--- src/source/eeprom_pkg.sv ---
`default_nettype none

package eeprom_pkg;

    localparam int EE_ADDR_W = 11;
    localparam logic [3:0] DEV_TYPE = 4'b1010;  // 24Cxx device type

    typedef enum logic [2:0] {
        OP_START,
        OP_RESTART,
        OP_STOP,
        OP_WRITE,
        OP_READ
    } i2c_op_e;

    typedef struct packed {
        logic [3:0] dev_type;
        logic [2:0] block;      // addr bits 10:8
        logic       rnw;
    } ctrl_byte_t;

    // same wire byte, seen as control byte or as plain data
    typedef union packed {
        ctrl_byte_t ctrl;
        logic [7:0] raw;
    } i2c_byte_u;

    typedef struct packed {
        i2c_op_e   op;
        i2c_byte_u data;
        logic      master_ack;  // 1 = ack after a read byte
    } i2c_op_t;

    typedef struct packed {
        logic [7:0] data;
        logic       slave_nack;
    } i2c_res_t;

endpackage

`default_nettype wire

--- src/source/axil_pkg.sv ---
`default_nettype none

package axil_pkg;

    typedef struct packed {
        logic [3:0] addr;
    } axil_aw_t;

    typedef struct packed {
        logic [31:0] data;
        logic [3:0]  strb;
    } axil_w_t;

    typedef struct packed {
        logic [1:0] resp;
    } axil_b_t;

    typedef struct packed {
        logic [3:0] addr;
    } axil_ar_t;

    typedef struct packed {
        logic [31:0] data;
        logic [1:0]  resp;
    } axil_r_t;

    localparam logic [3:0] REG_CMD    = 4'h0;
    localparam logic [3:0] REG_STATUS = 4'h4;

    localparam logic [1:0] RESP_OKAY   = 2'd0;
    localparam logic [1:0] RESP_SLVERR = 2'd2;

    typedef struct packed {
        logic [7:0]  rsvd_hi;
        logic [7:0]  wdata;
        logic [2:0]  rsvd_mid;
        logic        rd;        // 1 = random read, 0 = byte write
        logic        rsvd_lo;
        logic [10:0] addr;
    } cmd_t;

    typedef struct packed {
        logic [15:0] rsvd_hi;
        logic [7:0]  rdata;
        logic [4:0]  rsvd_lo;
        logic        nack;
        logic        done;
        logic        busy;
    } status_t;

endpackage

`default_nettype wire

--- src/source/i2c_bit_engine.sv ---
`timescale 1ns/1ns
`default_nettype none

module i2c_bit_engine #(
    parameter int SCL_DIV = 2
) (
    input  logic                 CLK,
    input  logic                 RESET,
    input  logic                 op_valid,
    input  eeprom_pkg::i2c_op_t  op,
    output logic                 op_ready,
    output logic                 res_valid,
    output eeprom_pkg::i2c_res_t res,
    output logic                 scl,
    output logic                 sda_pull,
    input  logic                 sda_in
);
    import eeprom_pkg::*;

    localparam int QW = $clog2(SCL_DIV + 1);

    logic          active;
    i2c_op_t       op_q;
    logic [QW-1:0] qcnt;
    logic [1:0]    quarter;
    logic [3:0]    bit_cnt;     // 8 = ack slot
    logic [7:0]    shreg;
    logic          ack_nack;
    logic          tick;
    logic          byte_op;
    logic          last_bit;
    logic          scl_nxt;
    logic          pull_nxt;

    assign op_ready = !active;
    assign tick     = active && (qcnt == QW'(SCL_DIV - 1));
    assign byte_op  = (op_q.op == OP_WRITE) || (op_q.op == OP_READ);
    assign last_bit = byte_op ? (bit_cnt == 4'd8) : 1'b1;
    assign res      = '{data: shreg, slave_nack: ack_nack};

    // line levels per quarter, registered below
    always_comb
    begin
        scl_nxt  = scl;
        pull_nxt = sda_pull;
        if (active)
        begin
            case (op_q.op)
                OP_START, OP_RESTART:
                begin
                    scl_nxt  = (quarter == 2'd0) ? scl : (quarter != 2'd3);
                    pull_nxt = quarter[1];  // falls while scl high
                end
                OP_STOP:
                begin
                    scl_nxt  = (quarter != 2'd0);
                    pull_nxt = (quarter < 2'd2);  // rises while scl high
                end
                default:
                begin
                    scl_nxt = (quarter == 2'd1) || (quarter == 2'd2);
                    if (bit_cnt == 4'd8)
                        pull_nxt = (op_q.op == OP_READ) && op_q.master_ack;
                    else
                        pull_nxt = (op_q.op == OP_WRITE) && !shreg[7];
                end
            endcase
        end
    end

    always_ff @(posedge CLK)
    begin
        if (RESET)
        begin
            active    <= 1'b0;
            res_valid <= 1'b0;
            scl       <= 1'b1;
            sda_pull  <= 1'b0;
            qcnt      <= '0;
            quarter   <= 2'd0;
            bit_cnt   <= 4'd0;
        end
        else
        begin
            res_valid <= 1'b0;
            scl       <= scl_nxt;
            sda_pull  <= pull_nxt;
            if (!active)
            begin
                if (op_valid)
                begin
                    active  <= 1'b1;
                    qcnt    <= '0;
                    quarter <= 2'd0;
                    bit_cnt <= 4'd0;
                end
            end
            else if (tick)
            begin
                qcnt    <= '0;
                quarter <= quarter + 2'd1;
                if (quarter == 2'd3)
                begin
                    bit_cnt <= bit_cnt + 4'd1;
                    if (last_bit)
                    begin
                        active    <= 1'b0;
                        res_valid <= 1'b1;
                    end
                end
            end
            else
                qcnt <= qcnt + 1'b1;
        end
    end

    // shifter, sampled at the end of the second high quarter
    always_ff @(posedge CLK)
    begin
        if (!active && op_valid)
        begin
            op_q     <= op;
            shreg    <= op.data.raw;
            ack_nack <= 1'b0;
        end
        else if (tick && byte_op)
        begin
            if (quarter == 2'd2 && bit_cnt == 4'd8 && op_q.op == OP_WRITE)
                ack_nack <= sda_in;
            else if (quarter == 2'd2 && bit_cnt != 4'd8 && op_q.op == OP_READ)
                shreg <= {shreg[6:0], sda_in};
            else if (quarter == 2'd3 && op_q.op == OP_WRITE)
                shreg <= {shreg[6:0], 1'b0};  // msb first
        end
    end

endmodule

`default_nettype wire

--- src/source/eeprom_sequencer.sv ---
`timescale 1ns/1ns
`default_nettype none

module eeprom_sequencer (
    input  logic                 CLK,
    input  logic                 RESET,
    input  logic                 start,
    input  axil_pkg::cmd_t       cmd,
    output logic                 busy,
    output logic                 done,
    output logic                 nack,
    output logic [7:0]           rdata,
    output logic                 op_valid,
    output eeprom_pkg::i2c_op_t  op,
    input  logic                 op_ready,
    input  logic                 res_valid,
    input  eeprom_pkg::i2c_res_t res
);
    import eeprom_pkg::*;
    import axil_pkg::*;

    typedef enum logic [3:0] {
        S_IDLE,
        S_START,
        S_CTRL_W,
        S_ADDR,
        S_DATA_W,
        S_RESTART,
        S_CTRL_R,
        S_DATA_R,
        S_STOP
    } state_e;

    state_e               state;
    state_e               state_nxt;
    cmd_t                 cmd_q;
    logic [EE_ADDR_W-1:0] ee_addr;
    i2c_byte_u            ctrl;
    logic                 got_nack;

    assign busy     = (state != S_IDLE);
    assign ee_addr  = cmd_q.addr;
    assign got_nack = res.slave_nack && (op.op == OP_WRITE);

    always_comb
    begin
        ctrl.ctrl.dev_type = DEV_TYPE;
        ctrl.ctrl.block    = ee_addr[EE_ADDR_W-1 -: 3];
        ctrl.ctrl.rnw      = (state == S_CTRL_R);
        op.op         = OP_WRITE;
        op.data       = ctrl;
        op.master_ack = 1'b0;  // single byte read ends with nack
        case (state)
            S_START:   op.op = OP_START;
            S_RESTART: op.op = OP_RESTART;
            S_STOP:    op.op = OP_STOP;
            S_ADDR:    op.data.raw = ee_addr[7:0];
            S_DATA_W:  op.data.raw = cmd_q.wdata;
            S_DATA_R:  op.op = OP_READ;
            default:   op.op = OP_WRITE;
        endcase
    end

    always_comb
    begin
        case (state)
            S_START:   state_nxt = S_CTRL_W;
            S_CTRL_W:  state_nxt = S_ADDR;
            S_ADDR:    state_nxt = cmd_q.rd ? S_RESTART : S_DATA_W;
            S_RESTART: state_nxt = S_CTRL_R;
            S_CTRL_R:  state_nxt = S_DATA_R;
            S_DATA_W, S_DATA_R: state_nxt = S_STOP;
            default:   state_nxt = S_IDLE;
        endcase
        if (got_nack)
            state_nxt = S_STOP;  // release the bus right away
    end

    always_ff @(posedge CLK)
    begin
        if (RESET)
        begin
            state    <= S_IDLE;
            op_valid <= 1'b0;
            done     <= 1'b0;
            nack     <= 1'b0;
            rdata    <= 8'd0;
        end
        else
        begin
            done <= 1'b0;
            if (op_valid && op_ready)
                op_valid <= 1'b0;
            if (state == S_IDLE)
            begin
                if (start)
                begin
                    state    <= S_START;
                    op_valid <= 1'b1;
                    nack     <= 1'b0;
                end
            end
            else if (res_valid)
            begin
                state    <= state_nxt;
                op_valid <= (state_nxt != S_IDLE);
                if (got_nack)
                    nack <= 1'b1;
                if (state == S_DATA_R)
                    rdata <= res.data;
                if (state == S_STOP)
                    done <= 1'b1;
            end
        end
    end

    always_ff @(posedge CLK)
    begin
        if (start && !busy)
            cmd_q <= cmd;
    end

endmodule

`default_nettype wire

--- src/source/axil_regs.sv ---
`timescale 1ns/1ns
`default_nettype none

module axil_regs (
    input  logic               CLK,
    input  logic               RESET,
    input  logic               aw_valid,
    input  logic               w_valid,
    input  logic               b_ready,
    input  logic               ar_valid,
    input  logic               r_ready,
    input  axil_pkg::axil_aw_t aw,
    input  axil_pkg::axil_w_t  w,
    input  axil_pkg::axil_ar_t ar,
    output logic               aw_ready,
    output logic               w_ready,
    output logic               b_valid,
    output logic               ar_ready,
    output logic               r_valid,
    output axil_pkg::axil_b_t  b,
    output axil_pkg::axil_r_t  r,
    output logic               start,
    output axil_pkg::cmd_t     cmd,
    input  logic               busy,
    input  logic               done,
    input  logic               nack,
    input  logic [7:0]         rdata
);
    import axil_pkg::*;

    logic        wr_rdy;
    logic        wr_hs;
    logic        rd_hs;
    logic        cmd_hit;
    logic [31:0] cmd_word;
    cmd_t        cmd_q;
    status_t     status;
    logic        done_q;
    logic        nack_q;
    logic [7:0]  rdata_q;

    assign aw_ready = wr_rdy;
    assign w_ready  = wr_rdy;
    assign wr_hs    = aw_valid && aw_ready && w_valid && w_ready;
    assign rd_hs    = ar_valid && ar_ready;
    assign cmd_hit  = (aw.addr == REG_CMD);
    assign start    = wr_hs && cmd_hit && !busy;  // busy: command dropped
    assign cmd      = cmd_t'(cmd_word);

    // byte lanes merge over the last command
    always_comb
    begin
        for (int i = 0; i < 4; i++)
            cmd_word[8*i +: 8] = w.strb[i] ? w.data[8*i +: 8] : cmd_q[8*i +: 8];
    end

    always_comb
    begin
        status       = '0;
        status.rdata = rdata_q;
        status.nack  = nack_q;
        status.done  = done_q;
        status.busy  = busy;
    end

    always_ff @(posedge CLK)
    begin
        if (RESET)
        begin
            wr_rdy   <= 1'b0;
            b_valid  <= 1'b0;
            ar_ready <= 1'b0;
            r_valid  <= 1'b0;
            done_q   <= 1'b0;
            nack_q   <= 1'b0;
            rdata_q  <= 8'd0;
        end
        else
        begin
            wr_rdy   <= aw_valid && w_valid && !wr_rdy && !b_valid;
            ar_ready <= ar_valid && !ar_ready && !r_valid;
            if (wr_hs)
                b_valid <= 1'b1;
            else if (b_ready)
                b_valid <= 1'b0;
            if (rd_hs)
                r_valid <= 1'b1;
            else if (r_ready)
                r_valid <= 1'b0;
            if (done)
            begin
                done_q  <= 1'b1;
                nack_q  <= nack;
                rdata_q <= rdata;
            end
            if (start)
                done_q <= 1'b0;  // new command wins
        end
    end

    always_ff @(posedge CLK)
    begin
        if (wr_hs)
            b.resp <= (cmd_hit && !busy) ? RESP_OKAY : RESP_SLVERR;
        if (start)
            cmd_q <= cmd;
        if (rd_hs)
        begin
            r.data <= (ar.addr == REG_STATUS) ? status : 32'd0;
            r.resp <= (ar.addr == REG_STATUS) ? RESP_OKAY : RESP_SLVERR;
        end
    end

endmodule

`default_nettype wire

--- src/source/eeprom_ctrl_top.sv ---
`timescale 1ns/1ns
`default_nettype none

module eeprom_ctrl_top #(
    parameter int SCL_DIV = 2  // clocks per quarter scl
) (
    input  logic               CLK,
    input  logic               RESET,
    input  logic               aw_valid,
    input  logic               w_valid,
    input  logic               b_ready,
    input  logic               ar_valid,
    input  logic               r_ready,
    input  axil_pkg::axil_aw_t aw,
    input  axil_pkg::axil_w_t  w,
    input  axil_pkg::axil_ar_t ar,
    output logic               aw_ready,
    output logic               w_ready,
    output logic               b_valid,
    output logic               ar_ready,
    output logic               r_valid,
    output axil_pkg::axil_b_t  b,
    output axil_pkg::axil_r_t  r,
    output logic               scl,
    output logic               sda_pull,
    input  logic               sda_in
);
    import axil_pkg::*;
    import eeprom_pkg::*;

    logic       start;
    cmd_t       cmd;
    logic       busy;
    logic       done;
    logic       nack;
    logic [7:0] rdata;

    logic       op_valid;
    logic       op_ready;
    i2c_op_t    op;
    logic       res_valid;
    i2c_res_t   res;

    axil_regs u_regs (.*);

    eeprom_sequencer u_seq (.*);

    i2c_bit_engine #(
        .SCL_DIV(SCL_DIV)
    ) u_engine (.*);

endmodule

`default_nettype wire

--- config.mk ---
export PLATFORM = sky130hd
export DESIGN_NAME = eeprom_ctrl_top
export DESIGN_NICKNAME = d
export VERILOG_FILES = /design/src/source/eeprom_pkg.sv /design/src/source/axil_pkg.sv /design/src/source/i2c_bit_engine.sv /design/src/source/eeprom_sequencer.sv /design/src/source/axil_regs.sv /design/src/source/eeprom_ctrl_top.sv
export SDC_FILE = /design/constraint.sdc
export NUM_CORES = 1
export LEC_CHECK = 0
export BUFFER_PORTS_ARGS = -buffer_cell sky130_fd_sc_hd__buf_2
export CORE_ASPECT_RATIO = 1.2
export CORE_MARGIN = 2
export CORE_UTILIZATION = 50
export DETAILED_ROUTE_END_ITERATION = 8
export GPL_TIMING_DRIVEN = 0
export PLACE_DENSITY_LB_ADDON = 0.25
export SYNTH_ARGS = -nofsm -noshare
export SYNTH_HDL_FRONTEND = slang
export SYNTH_HIERARCHICAL = 1
export SYNTH_SLANG_ARGS = --single-unit
--- constraint.sdc ---
create_clock -name CLK -period 12.9 [get_ports CLK]
set_input_delay 1.29 -clock CLK [delete_from_list [all_inputs] [get_ports CLK]]
set_output_delay 1.29 -clock CLK [all_outputs]
set_load 0.005 [all_outputs]
==> flow_summary.ini <==
[timing]
slew_violations = 0
hold_viol_final = 0
worst_slack_ns = 8.91
tns_ns = 0
rsz0062_at_grt = no
skew_ns = 0.0101
tightest_slew_ns = 1.09
setup_viol = 0
relSlewSlack = 0.266
period_share = 0.310
layout_min_cycle_time_ns = 3.99
fmax_ghz = 0.250

[place]
placed_cells = 612
place_area_um2 = 5400
io_buffers = 55
dp_hpwl_um = 6380
globalplace.congestion = 0.873
dpl_worst_slack_ns = 8.71

[critical_path]
crit_start = u_seq/state[3]
worst_r2r_endpoint = u_seq/cmd_q[21]
crit_arrival_ns = 3.97
rr_worst_depth = 7
critPathRequiredTime_ns = 12.88
critPathKind = flip-flop to flip-flop
start_kind = flip-flop
worstSetupEndpoint = u_seq/cmd_q[21]
rr_startpoint = u_seq/state[3]
r2r_slack_ns = 8.91
critPathCaptureType = flip-flop
cp_max_fo = 21

[pwr]
irDropWorstVdd_mv = 0.0973
leakagePower_nw = 2.25
powerDensity_nw_per_um2 = 117

[floorplanning]
initial_core_util = 0.513
coreArea_um2 = 9470
fp-row-count = 39
die_h_um = 112
dieArea_um2 = 10500
die_w_um = 94.0
io_pins = 95

[finish]
finalNonFillerCells = 628
nFillCells = 778
utilization = 0.602
multi_input_area_um2 = 1770
drive_gt1_frac = 0.293
fin_nets = 557
antenna_cells = 0
stdcell_area_um2 = 5700
area_delta_synth_final_pct = 17.3
seqCellArea_um2 = 2790

[yosys]
synth_area_per_cell_um2 = 11.8
syn-instance-count = 411
yosysWarnings = 6
syn_area_um2 = 4860

[clock_tree]
clockBufferDepth = 2
cts-root-buf = clkbuf_16
cts_tree = built
post_cts_buffers = 0
numCtsBuffers = 9
clock-sinks = 107
clk_pin_slew_worst_paths_ns = 0.08
ctsResizeCount = 0
cts.htree.levels = 3
ctsHoldBuffers = 0
clock_latency_ns = 0.35

[routing]
routed_wl_um = 8720
first_pass_iters = 4
viasPerCell = 5.21
ant_nets = 0
post_drt_wl_per_cell_um = 13.9
drtIter0Drc = 195
vias = 3269
drc = 0

[outcome]
status = completed

[min_path]
min_path_type = flip-flop to flip-flop
hold_start = u_regs/ar_ready

[global_route]
grt_pass1_vias = 3208
antenna_found_initial = 0
grt_overflow = 0
grt_pass1_wl_um = 14400
grtUsageTotal = 0.174
grt_max_degree = 22

[job]
drv_cap = 0
routing by layer:
layer,vias to the layer above,part of all wire,GRT usage
li1,1629,-,-
met1,1531,0.41,0.203
met2,93,0.52,0.301
met3,16,0.046,0.0447
met4,0,0.019,0.0705
met5,-,0,0
report_power, final:
group,internal (mW),switching [mW],leakage [nW]
sequential,0.362,0.000744,0.930
clock,0.138,0.135,0.149
combinational,0.0168,0.0151,1.17
per-stage QoR:
step | power [mW] | hold WS, ns
after floorplan | 0.392 | 0.438
after global placement | 0.402 | 0.428
after detailed placement | 0.403 | 0.444
after CTS | 0.674 | 0.452
after global routing | 0.689 | 0.475
final | 0.668 | 0.447
state kept, by name (all words and copies together) (netlist names), 2 cells and up:
name / count
u_engine/bit_cnt: 4
u_engine/op_q: 4
u_engine/qcnt: 2
u_engine/quarter: 2
u_engine/shreg: 8
u_regs/cmd_q: 20
u_regs/r: 12
u_regs/rdata_q: 8
u_seq/cmd_q: 9
u_seq/ee_addr: 11
u_seq/rdata: 8
u_seq/state: 4
critical path, stage by stage (launching register included):
cell and delay (ns):
dfxtp_1 0.30, buf_2 0.18, buf_2 0.20, or4_1 0.60
or4b_1 0.54, nor4_4 0.49, or3b_2 0.55, nor3_4 0.74
final cells by class:
cell class	instances	share of cell area
sequential	107	0.490
multi-input combinational	261	0.310
buffer	50	0.0599
timing repair buffer	56	0.0503
clock buffer	9	0.0395
tap	123	0.0270
clock inverter	7	0.0138
inverter	15	0.00987
cells in the final DEF (no fill, tap or decap), drive strengths merged, types with 2 or more instances in the layout:
| cell type | instances |
|---|---|
| nor3b | 5 |
| nor2 | 15 |
| o21ai | 19 |
| or3 | 2 |
| nor4 | 2 |
| a211oi | 4 |
| a21oi | 21 |
| or4b | 2 |
| nand3b | 4 |
| nand4b | 2 |
| inv | 19 |
| and3b | 4 |
| nand2b | 6 |
| clkbuf | 16 |
| a31oi | 2 |
| a22oi | 3 |
| o31ai | 2 |
| o311ai | 2 |
| ha | 5 |
| clkinv | 3 |
| mux2 | 21 |
| a311oi | 2 |
| nand3 | 19 |
| nand2 | 31 |
| edfxtp | 65 |
| o21bai | 2 |
| nor4b | 5 |
| mux2i | 10 |
| a22o | 5 |
| and2 | 12 |
| nor4bb | 3 |
| conb | 24 |
| nor2b | 6 |
| nor3 | 4 |
| a21o | 5 |
| buf | 99 |
| dfxtp | 42 |
worst min path at each step:
stage                        endpoint  slack (ns)  cells past startpoint
floorplan           u_engine/ack_nack        0.44                      2
global placement      u_regs/ar_ready        0.43                      1
detailed placement    u_regs/ar_ready        0.44                      1
CTS                   u_regs/ar_ready        0.45                      1
global route          u_regs/ar_ready        0.47                      1
finish                u_regs/ar_ready        0.45                      1
Power figures use the tool's default switching activity.
